==> config.mk <==
export PLATFORM = sky130hd
export DESIGN_NAME = reorder_buffer
export DESIGN_NICKNAME = d
export VERILOG_FILES = /design/src/wb_commit_pkg.sv /design/src/reorder_buffer.sv
export SDC_FILE = /design/constraint.sdc
export NUM_CORES = 1
export LEC_CHECK = 0
export ABC_AREA = 1
export BUFFER_PORTS_ARGS = -buffer_cell sky130_fd_sc_hd__buf_4
export CORE_ASPECT_RATIO = 1.25
export CORE_MARGIN = 5
export CORE_UTILIZATION = 35
export CTS_CLUSTER_SIZE = 40
export DETAILED_ROUTE_END_ITERATION = 7
export GPL_ROUTABILITY_DRIVEN = 0
export MAX_ROUTING_LAYER = met4
export PLACE_DENSITY_LB_ADDON = 0.15
export SETUP_SLACK_MARGIN = 0.3
export SLEW_MARGIN = 20
export SYNTH_ARGS = -nofsm -noshare
export SYNTH_HDL_FRONTEND = slang
export SYNTH_SLANG_ARGS = --single-unit
==> constraint.sdc <==
create_clock -name clk -period 10.8 [get_ports clk]
set_input_delay 2.16 -clock clk [delete_from_list [all_inputs] [get_ports clk]]
set_output_delay 2.16 -clock clk [all_outputs]
set_load 0.02 [all_outputs]
==> src/wb_commit_pkg.sv <==
// Writeback/commit package
// Widths, pipe count, reorder depth and the message structs shared
// by the writeback arbiter, the reorder buffer and the top level

`default_nettype none

package wb_commit_pkg;

  // ----------------------------------------
  // Sizes
  // ----------------------------------------

  // Execute pipes feeding writeback
  localparam int NUM_PIPES = 2;
  // Sequence number width
  localparam int SEQ_BITS  = 3;
  // One entry per sequence number, so the seq num is the index
  localparam int ROB_DEPTH = 2 ** SEQ_BITS;
  localparam int DATA_BITS = 32;
  // Architectural register address
  localparam int REG_BITS  = 5;

  // ----------------------------------------
  // Messages
  // ----------------------------------------

  // Execute to writeback
  typedef struct packed {
    logic [31:0]          pc;
    logic [SEQ_BITS-1:0]  seq_num;
    logic [REG_BITS-1:0]  waddr;
    logic [DATA_BITS-1:0] wdata;
    logic                 wen;
  } x_w_msg_t;

  // Completion, wakes up dependents (no pc)
  typedef struct packed {
    logic [SEQ_BITS-1:0]  seq_num;
    logic [REG_BITS-1:0]  waddr;
    logic [DATA_BITS-1:0] wdata;
    logic                 wen;
  } complete_msg_t;

  // Commit, goes to the architectural register file
  typedef struct packed {
    logic [31:0]          pc;
    logic [SEQ_BITS-1:0]  seq_num;
    logic [REG_BITS-1:0]  waddr;
    logic [DATA_BITS-1:0] wdata;
    logic                 wen;
  } commit_msg_t;

endpackage

`default_nettype wire
==> src/reorder_buffer.sv <==
// Reorder buffer
// Stores completed results by sequence number and commits them
// strictly in order from a head pointer, one per cycle at most

`default_nettype none

module reorder_buffer (
  input  logic                         clk,
  input  logic                         rst,
  input  wb_commit_pkg::complete_msg_t complete_msg,
  input  logic [31:0]                  complete_pc,
  input  logic                         complete_val,
  output wb_commit_pkg::commit_msg_t   commit_msg,
  output logic                         commit_val
);

  // ----------------------------------------
  // Storage
  // ----------------------------------------

  // Result slots, indexed by seq num
  wb_commit_pkg::commit_msg_t             entry_mem [wb_commit_pkg::ROB_DEPTH];
  logic [wb_commit_pkg::ROB_DEPTH-1:0]    entry_valid;
  // Oldest outstanding sequence number
  logic [wb_commit_pkg::SEQ_BITS-1:0]     head;

  // Incoming completion rebuilt as a commit-shaped entry
  wb_commit_pkg::commit_msg_t             incoming;
  // Completion is the head and the slot is empty, commit it directly
  logic                                   bypass;
  // Completion goes into storage
  logic                                   write_en;
  logic                                   head_valid;
  logic                                   commit_go;
  wb_commit_pkg::commit_msg_t             commit_next;

  always_comb begin
    incoming.pc      = complete_pc;
    incoming.seq_num = complete_msg.seq_num;
    incoming.waddr   = complete_msg.waddr;
    incoming.wdata   = complete_msg.wdata;
    incoming.wen     = complete_msg.wen;
  end

  // ----------------------------------------
  // Commit select
  // ----------------------------------------

  assign head_valid = entry_valid[head];
  assign bypass     = complete_val && !head_valid && (complete_msg.seq_num == head);
  assign write_en   = complete_val && !bypass;
  assign commit_go  = head_valid || bypass;

  // Stored head first, otherwise the arriving result
  always_comb begin
    if (head_valid) begin
      commit_next = entry_mem[head];
    end else begin
      commit_next = incoming;
    end
  end

  // ----------------------------------------
  // Valid bits and head
  // ----------------------------------------

  always_ff @(posedge clk) begin
    if (rst) begin
      entry_valid <= '0;
      head        <= '0;
      commit_val  <= 1'b0;
    end else begin
      commit_val <= commit_go;
      // Retire the head; bypassed results never set their bit
      if (head_valid) begin
        entry_valid[head] <= 1'b0;
      end
      if (commit_go) begin
        // Wraps with the seq num since depth is a power of two
        head <= head + 1'b1;
      end
      // Slot differs from the head here, so no clash with the clear
      if (write_en) begin
        entry_valid[complete_msg.seq_num] <= 1'b1;
      end
    end
  end

  // ----------------------------------------
  // Payload
  // ----------------------------------------

  // Slot contents
  always_ff @(posedge clk) begin
    if (write_en) begin
      entry_mem[complete_msg.seq_num] <= incoming;
    end
  end

  // Commit register, held between commits
  always_ff @(posedge clk) begin
    if (commit_go) begin
      commit_msg <= commit_next;
    end
  end

endmodule

`default_nettype wire

======== Word-level counts from Yosys, hierarchy flattened ========
Memory sizes are Yosys's and may differ from the RTL's. A register that Yosys moved wholly into a read port is not among the register bits.
Cells that the tools add are included.
storage, ports and cells
  flip-flop bits (word level) ............. 85
  latch bits .............................. 0
  bits in writable memories ............... 584
  memory bits (read-only) ................. 0
  input port bits ......................... 76
  output and inout port bits .............. 74
  logic and storage cells ................. 40
  memories kept ........................... 1
operators by class
  $add $sub $neg .......................... 1
  multipliers ............................. 0
  divide/modulo/power cells ............... 0
  order comparisons ....................... 4
  equal/unequal tests ..................... 1
  shift operators ......................... 0
  mux-type cells .......................... 14
  bitwise logic cells ..................... 3
  reduce and logical (&&, ||, !) cells .... 8
memory list
  memory     words  width  rd ports  clocked after Yosys merged registers in  write ports  line                  source
  entry_mem  8      73     1         1                                        1            reorder_buffer.sv:22  wb_commit_pkg::commit_msg_t entry_mem [wb_commit_pkg::ROB_DEPTH];
operators with widths
  kind                                                                    count
  73-bit 2-to-1 mux                                                       1
  8-bit 2-to-1 mux                                                        3
  8-bit AND                                                               1
  3-bit by 4-bit < comparator with 1-bit output (second input constant)   2
  8-bit NOT                                                               1
  8-bit OR                                                                1
  1-bit demux with 3-bit select                                           2
  3-bit by 1-bit >= comparator with 1-bit output (second input constant)  2
  3-bit 2-to-1 mux                                                        2
  1-bit logical AND                                                       5
  1-bit 2-to-1 mux                                                        5
  3-bit by 1-bit adder with 3-bit output (second input constant)          1
  1-bit binary-select mux with 3-bit select                               1
  3-bit == test                                                           1
  1-bit zero test                                                         2
  1-bit logical OR                                                        1

======== Depth between registers and ports, before layout ========
Gate-level depths: netlist (run 1).
  depth after elaboration ................. 10
  gate-level depth with buffers ........... 11
  gate-level depth less buffers ........... 10

======== Worst setup path after synthesis (run 1) ========
No wires, ideal clock.
  path type ............................... input to register
  from .................................... in complete_val
  to ...................................... reg with a tool-made name
  setup time .............................. 0.134 ns
  data arrival time ....................... 4.770 ns
  data required time ...................... 10.666 ns
  slack ................................... 5.897 ns
  cell stages on the path ................. 7
  path buffers ............................ 1
  cells stage by stage .................... buf_2 -> a21boi_0 -> nand4_1 -> nand2_1 -> inv_1 -> nor2_1 -> nor2_1
RTL lines
  what                line                  source
  start: declaration  reorder_buffer.sv:12  input logic complete_val,

======== Worst setup path in the final report (run 1) ========
  from .................................... in complete_msg[38] (netlist bit)
  to ...................................... mem entry_mem[4][7] (netlist bit) (enable)
on the way
  word-level cells in the longest chain between the ends .. 6
ends and longest elaborated chain
  what                                    line                  source
  start: declaration                      reorder_buffer.sv:10  input wb_commit_pkg::complete_msg_t complete_msg,
  3-bit == test                           reorder_buffer.sv:50  assign bypass = complete_val && !head_valid && (complete_msg.seq_num == head);
  1-bit logical AND                       reorder_buffer.sv:50
  1-bit zero test                         reorder_buffer.sv:51  assign write_en = complete_val && !bypass;
  1-bit logical AND                       reorder_buffer.sv:51
  1-bit 2-to-1 mux                        reorder_buffer.sv:95  if (write_en) begin
  1-bit 2-to-1 mux (not written as such)  reorder_buffer.sv:96  entry_mem[complete_msg.seq_num] <= incoming;
  end: declaration                        reorder_buffer.sv:22
Several ways; a longest one is shown, not always the timed one.

==> load_flow_metrics.sql, run 1 <==
INSERT INTO impl_metrics (metric_group, metric, value, unit) VALUES
('timing', 'fin_tns_setup', '0', 'ns'),
('routing', 'route.detailed.drc', '0', ''),
('setup_path', 'top_family_by_delay_on_critical_path', 'buffers and inverters', ''),
('timing', 'max_slew.worst_pin.slew', '1.12', 'ns'),
('timing', 'setup_viol_count_final', '0', ''),
('timing', 'grt_setup_unrepaired', 'false', ''),
('timing', 'final_clock_period_utilization_by_the_worst_path', '0.383', ''),
('setup_path', 'critPathBufInv', '5', ''),
('synthesis', 'synth_async_sr_flop_share', '0', ''),
('power_and_ir_drop', 'power_density', '227', 'nW/um^2'),
('routing', 'routedWlPerCell', '18.8', 'um'),
('synthesis', 'yosysSeqAreaShare', '0.740', ''),
('timing', 'timing_hold_violations_final', '0', ''),
('routing', 'detail_route.first_pass.iterations', '5', ''),
('routing', 'viasPerCell', '4.85', ''),
('clocking', 'cts_repair_resize_count', '0', ''),
('setup_path', 'critPathLaunchType', 'primary input', ''),
('finish', 'finish.utilization', '0.405', ''),
('synthesis', 'synthFlopType', 'edfxtp_1', ''),
('synthesis', 'muxShareOfSynthArea', '0', ''),
('global_routing', 'first_pass_grt_wire_length', '96500', 'um'),
('floorplan', 'pin_count', '150', ''),
('timing', 'fmaxAchievable', '0.242', 'GHz'),
('finish', 'fillerInstances', '7223', ''),
('synthesis', 'synth_top_area_cell', 'edfxtp_1', ''),
('setup_path', 'critical_path_arrival', '4.36', 'ns'),
('floorplan', 'initial_utilization', '0.351', ''),
('floorplan', 'coreArea', '77000', 'um^2'),
('placement', 'dpl.hpwl', '32600', 'um'),
('timing', 'period_minus_slack', '4.14', 'ns'),
('floorplan', 'die-area', '83000', 'um^2'),
('synthesis', 'synthSimpleGateAreaFrac', '0.0918', ''),
('clocking', 'clk_pin_slew', '0.06', 'ns'),
('synthesis', 'synth.net_count', '2233', ''),
('clocking', 'clock_insertion_delay_worst_skew', '0.62', 'ns'),
('placement', 'port_buffers', '149', ''),
('run', 'max-cap-violations', '0', ''),
('global_routing', 'antenna_violations_before_repair', '2', ''),
('synthesis', 'synth_top_cell_area_share', '0.729', ''),
('routing', 'vias', '16025', ''),
('timing', 'skew', '0.0231', 'ns'),
('setup_path', 'critical_path.max_fanout', '51', ''),
('synthesis', 'avgSynthCellArea', '12.6', 'um^2'),
('synthesis', 'synth_cell_type_count', '21', ''),
('floorplan', 'die_width', '259', 'um'),
('setup_path', 'critPathRequiredTime', '11.03', 'ns'),
('setup_path', 'cp_slowest_stage_delay', '0.82', 'ns'),
('clocking', 'htree_num_levels', '3', ''),
('finish', 'area_growth', '15.3', '%'),
('setup_path', 'timing.reg2reg.setup_slack', '6.85', 'ns'),
('global_routing', 'grt_pass1_vias', '16246', ''),
('global_routing', 'grt_overflow_total', '0', ''),
('run_status', 'run_status', 'completed', ''),
('timing', 'finalMaxSlewViolations', '0', ''),
('clocking', 'tritoncts', 'yes', ''),
('timing', 'slew-limit-headroom', '0.256', ''),
('clocking', 'ctsRootBufferMaster', 'clkbuf_16', ''),
('floorplan', 'die_height', '321', 'um'),
('finish', 'design.final.nets', '2340', ''),
('routing', 'detail-route-antenna-nets', '0', ''),
('setup_path', 'timing.critical_path.cells', 'buf_4, inv_1, nand2_1, nand2_1, inv_1, nand2_1, nor2_1, nand2_2, nand3_1, clkinv_2, buf_4', ''),
('setup_path', 'path_common_cell', 'nand2_1', ''),
('worst_hold_path', 'hold_path.class', 'reg2reg', ''),
('synthesis', 'synth_fa_ha_area_frac', '0.000462', ''),
('floorplan', 'floorplan.rows', '114', ''),
('synthesis', 'post_synth_inst_count', '2156', ''),
('synthesis', 'number_of_synthesized_flops_with_an_enable_pin', '657', ''),
('global_routing', 'grt_start_max_net_pins', '260', ''),
('setup_path', 'crit_type', 'in2reg', ''),
('power_and_ir_drop', 'power.static_leakage', '11.3', 'nW'),
('synthesis', 'yosysWarnings', '0', '');
==> path summary, 6_finish.rpt <==
| check | endpoint | from | cells past startpoint |
|---|---|---|---|
| worst min register to register | entry_valid[5]$_SDFF_PP0_ | entry_valid[5]$_SDFF_PP0_ | 2 |
| worst min-delay path | entry_valid[5]$_SDFF_PP0_ | entry_valid[5]$_SDFF_PP0_ | 2 |
| worst max-delay path | entry_mem[4][7]$_DFFE_PP_ | complete_msg[38] | 11 |
| worst max register to register | entry_mem[2][62]$_DFFE_PP_ | head[0]$_SDFFE_PP0P_ | 11 |
==> per-stage QoR <==
step                      cell area, um^2  power (mW)  hold WS [ns]  std cells  setup slack, ns
final                               31200        7.08         0.474       3307             6.66
after CTS                           31200        7.20         0.471       3305             6.67
after global placement              28900        4.76         0.477       3177             5.95
after floorplan                     27100        4.25         0.443       2156             5.90
after detailed placement            28900        4.78         0.458       3177             6.02
after global routing                31200        7.46         0.494       3307             6.43
==> per-layer routing <==
metal | wire (um) | share of wire | vias to the layer above | GRT usage
li1 | - | - | 7820 | -
met1 | 27600 | 0.44 | 7865 | 0.195
met2 | 30900 | 0.50 | 266 | 0.254
met3 | 2550 | 0.041 | 74 | 0.0243
met4 | 1040 | 0.017 | 0 | 0.0419
met5 | 0 | 0 | - | -
==> state kept, by name, summed over array words and instances (netlist names), named ones only <==
signal       flops
commit_msg      73
entry_mem      584
head             3
entry_valid      8
commit_val       1
==> report_power, final <==
part	leakage [nW]	internal [mW]	switching [mW]
Sequential	6.11	3.13	0.113
Combinational	4.07	0.464	0.973
Clock	1.10	1.39	0.997
==> synthesized netlist by cell type (3+ instances only) <==
cell type and n:
buf_2 33, buf_1 17, edfxtp_1 657, clkbuf_1 54, buf_4 13, o21ai_0 153
a21oi_1 155, nand2_1 321, nor2_1 21, buf_6 14, nand2_2 3, nand3_1 231
inv_2 4, o211ai_1 146, inv_1 314, dfxtp_1 15
==> layout make-up <==
| class | count | area [um^2] | share of cell area |
|---|---|---|---|
| flip-flops and latches | 672 | 20000 | 0.643 |
| multi-input cells | 1035 | 5160 | 0.165 |
| clock buffers | 88 | 1820 | 0.0583 |
| repair buffers | 166 | 1280 | 0.0412 |
| well taps | 986 | 1230 | 0.0396 |
| inverters | 318 | 1210 | 0.0387 |
| clock inverters | 40 | 442 | 0.0142 |
| diodes | 2 | 5.00 | 0.000160 |
==> cells by family (layout without fill, tap and decap cells) <==
| kind of cell | count (synthesis) | after routing |
|---|---|---|
| flops | 672 | 672 |
| simple gates | 578 | 578 |
| compound gates | 455 | 455 |
| buf+inv | 449 | 612 |
| fa+ha+maj | 1 | 1 |
| xor+xnor | 1 | 1 |
| other cells | 0 | 2 |
==> worst min-delay path, delay by kind of cell, from the launching register on <==
family,cells,cell delay [ns]
flip-flops,1,0.31
AND/OR/NAND/NOR,1,0.06
AO/OA/AOI/OAI,1,0.06
==> cells in the final DEF (no fill, tap or decap), types with 3 or more instances in the layout <==
master	instances
dfxtp_1	12
dfxtp_4	3
clkinv_1	18
inv_1	306
nand3_1	231
buf_12	3
bufinv_16	8
nand2_2	3
edfxtp_1	657
buf_4	163
clkbuf_16	70
clkbuf_1	18
clkinv_2	17
nand2_1	320
o21ai_0	153
a21oi_1	155
clkinv_8	5
nor2_1	21
o211ai_1	146
No activity file was read; power rests on OpenSTA's default activity.
==> run 2: changes to the inputs <==
clock period = 4.06 ns   (was 10.8 ns; I/O delays follow)
==> run 2 against run 1 <==
Effect of this change: wire length grew 4.6%; clock skew fell by 0.0059 ns; clock-buffer cell count rose by 5; utilization rose by 0.41 points; clock power rose to 2.6 times the previous value; worst setup slack got worse by 5.7 ns; cell area up 1.0%; first-iteration DRC count is 7.9% lower; non-clock buffer count is 21 higher; combinational power increased to 2.8 times the previous value; global-route usage increased by 0.63 points; critical endpoint is now entry_mem[7][53]$_DFFE_PP_.
==> load_flow_metrics.sql, run 2 (synthesized netlist as in run 1, its figures left out) <==
INSERT INTO impl_metrics (metric_group, metric, value, unit) VALUES
('run_status', 'run_status', 'completed', ''),
('power_and_ir_drop', 'power.share.combinational', '0.210', ''),
('finish', 'registers_with_the_most_flip_flops', 'entry_mem x584, commit_msg x73, entry_valid x8', ''),
('power_and_ir_drop', 'seq_power_share', '0.460', ''),
('timing', 'fin_tns_setup', '0', 'ns'),
('global_routing', 'routing_usage_on_met1', '0.202', ''),
('routing', 'detail_route.first_pass.iterations', '5', ''),
('clocking', 'htree_num_levels', '3', ''),
('routing', 'viasPerCell', '4.90', ''),
('power_and_ir_drop', 'internal_power', '13.2', 'mW'),
('power_and_ir_drop', 'power', '18.9', 'mW'),
('global_routing', 'gr-max-usage-layer', 'met2', ''),
('power_and_ir_drop', 'clock_power_share', '0.330', ''),
('floorplan', 'pin_count', '150', ''),
('global_routing', 'met3_usage', '0.0257', ''),
('timing', 'grt_setup_unrepaired', 'false', ''),
('routing', 'routedWlPerCell', '19.5', 'um'),
('global_routing', 'grt_overflow_total', '0', ''),
('global_routing', 'first_pass_grt_wire_length', '99300', 'um'),
('finish', 'fillerInstances', '7223', ''),
('setup_path', 'crit_type', 'reg2reg', ''),
('clocking', 'cts_repair_resize_count', '0', ''),
('timing', 'final_clock_period_utilization_by_the_worst_path', '0.762', ''),
('floorplan', 'coreArea', '77000', 'um^2'),
('placement', 'dpl.hpwl', '36500', 'um'),
('clocking', 'ctsRootBufferMaster', 'clkbuf_16', ''),
('power_and_ir_drop', 'power_density', '600', 'nW/um^2'),
('clocking', 'tritoncts_num_sinks', '672', ''),
('power_and_ir_drop', 'ir_drop', '0.000290', 'V'),
('timing', 'max_slew.worst_pin.slew', '1.06', 'ns'),
('routing', 'vias', '16287', ''),
('clocking', 'clock_insertion_delay_worst_skew', '0.61', 'ns'),
('timing', 'fmaxAchievable', '0.323', 'GHz'),
('clocking', 'clk_pin_slew', '0.06', 'ns'),
('global_routing', 'grt.total_usage', '0.159', ''),
('finish', 'largest_reg_flops', '584', ''),
('finish', 'area_growth', '16.4', '%'),
('power_and_ir_drop', 'switchingPower', '5.67', 'mW'),
('timing', 'finalMaxSlewViolations', '0', ''),
('clocking', 'buffer_levels_on_the_longest_clock_path', '3', ''),
('global_routing', 'antenna_violations_before_repair', '2', ''),
('timing', 'period_minus_slack', '3.09', 'ns'),
('setup_path', 'crit_path_end_kind', 'flip-flop', ''),
('finish', 'layout_commonest_cell', 'edfxtp_1', ''),
('power_and_ir_drop', 'power.static_leakage', '11.4', 'nW'),
('timing', 'setup_viol_count_final', '0', ''),
('clocking', 'tritoncts', 'yes', ''),
('setup_path', 'critical_path.max_fanout', '22', ''),
('finish', 'design.final.nets', '2362', ''),
('setup_path', 'critPathLaunchType', 'flip-flop', ''),
('routing', 'route.detailed.drc', '0', ''),
('clocking', 'cts_buffers', '71', ''),
('floorplan', 'die_height', '321', 'um'),
('worst_hold_path', 'hold_path.class', 'in2reg', ''),
('finish', 'final_layout_size_suffix_gt1_frac', '0.128', ''),
('routing', 'detail-route-antenna-nets', '0', ''),
('finish', 'regMostFlops', 'entry_mem', ''),
('global_routing', 'grt_util_met2', '0.269', ''),
('floorplan', 'initial_utilization', '0.351', ''),
('routing', 'detailedRoute.firstIterationViolations', '1060', ''),
('finish', 'mostFrequentLayoutCells', 'edfxtp_1, nand2_1, inv_1', ''),
('setup_path', 'critPathRequiredTime', '4.40', 'ns'),
('timing', 'skew', '0.0171', 'ns'),
('placement', 'port_buffers', '149', ''),
('floorplan', 'die_width', '259', 'um'),
('run', 'max-cap-violations', '0', ''),
('power_and_ir_drop', 'p_sw_frac', '0.300', ''),
('timing', 'timing_hold_violations_final', '0', ''),
('global_routing', 'grt_start_max_net_pins', '121', ''),
('clocking', 'cts_post_setup_buffers_inserted', '0', ''),
('finish', 'final_design_area_no_fill', '31500', 'um^2'),
('finish', 'finish.utilization', '0.409', ''),
('placement', 'dpl_cell_area', '29300', 'um^2'),
('setup_path', 'critical_path_arrival', '3.43', 'ns'),
('timing', 'slew-limit-headroom', '0.290', ''),
('floorplan', 'die-area', '83000', 'um^2'),
('clocking', 'cts-hold-fix-buffers', '0', ''),
('floorplan', 'floorplan.rows', '114', ''),
('routing', 'postRouteWirelength', '65000', 'um'),
('global_routing', 'grt_pass1_vias', '16322', '');
run 2: cell count changes in the layout (fill, tap and decap cells not counted):
| cell | change |
|---|---|
| bufinv_16 | -4 |
| clkbuf_16 | +2 |
| clkinv_4 | +1 |
| buf_12 | +16 |
| clkinvlp_4 | +4 |
| clkbuf_1 | +2 |
| buf_4 | +5 |
| clkinv_2 | -3 |
| clkinv_1 | -5 |
| clkbuf_8 | +1 |
run 2: per-layer routing:
metal | wire length (um) | up-vias
li1 | - | 7867
met1 | 28600 | 8016
met2 | 32600 | 320
met3 | 2670 | 84
met4 | 1060 | 0
met5 | 0 | -
run 2: final cells by class:
class                      count  area, um^2  share of cell area
timing repair buffer         187        1640              0.0521
multi-input combinational   1035        5160               0.164
tap                          986        1230              0.0392
inverter                     318        1210              0.0383
clock inverter                33         327              0.0104
antenna                        2        5.00            0.000159
clock buffer                  93        1890              0.0600
sequential                   672       20000               0.636
run 2: worst max-delay path, stage by stage, from the launching register on:
cell	delay (ns)
dfxtp_1	0.57
inv_2	0.16
nand2_1	0.11
nand2_1	0.05
nand2_1	0.06
nand2_2	0.09
nor2_8	0.34
nand2_2	0.20
nand3_1	0.17
clkinv_2	0.59
buf_4	0.47
run 2: final timing paths:
kind / from / endpoint / slack, ns / cells after the start
setup / recovery: head[0]$_SDFFE_PP0P_ / entry_mem[7][53]$_DFFE_PP_ / 0.97 / 10
hold / removal: complete_msg[6] / entry_mem[7][6]$_DFFE_PP_ / 0.45 / 1
setup reg to reg: head[0]$_SDFFE_PP0P_ / entry_mem[7][53]$_DFFE_PP_ / 0.97 / 10
hold reg to reg: entry_valid[5]$_SDFF_PP0_ / entry_valid[5]$_SDFF_PP0_ / 0.47 / 2
run 2: metrics by stage:
step	hold WS (ns)	instances	setup slack (ns)
floorplan	0.443	2156	0.505
global placement	0.462	3198	0.861
detailed placement	0.465	3198	0.881
CTS	0.401	3324	0.958
global route	0.421	3326	0.738
finish	0.446	3326	0.965
run 2: power by group through the flow:
stage               Combinational [mW]  Clock [mW]  Sequential [mW]
floorplan                         2.16           0             9.14
global placement                  4.03           0             8.86
detailed placement                4.07           0             8.85
CTS                               4.07        6.43             8.72
global route                      4.41        6.70             8.76
finish                            3.97        6.23             8.69
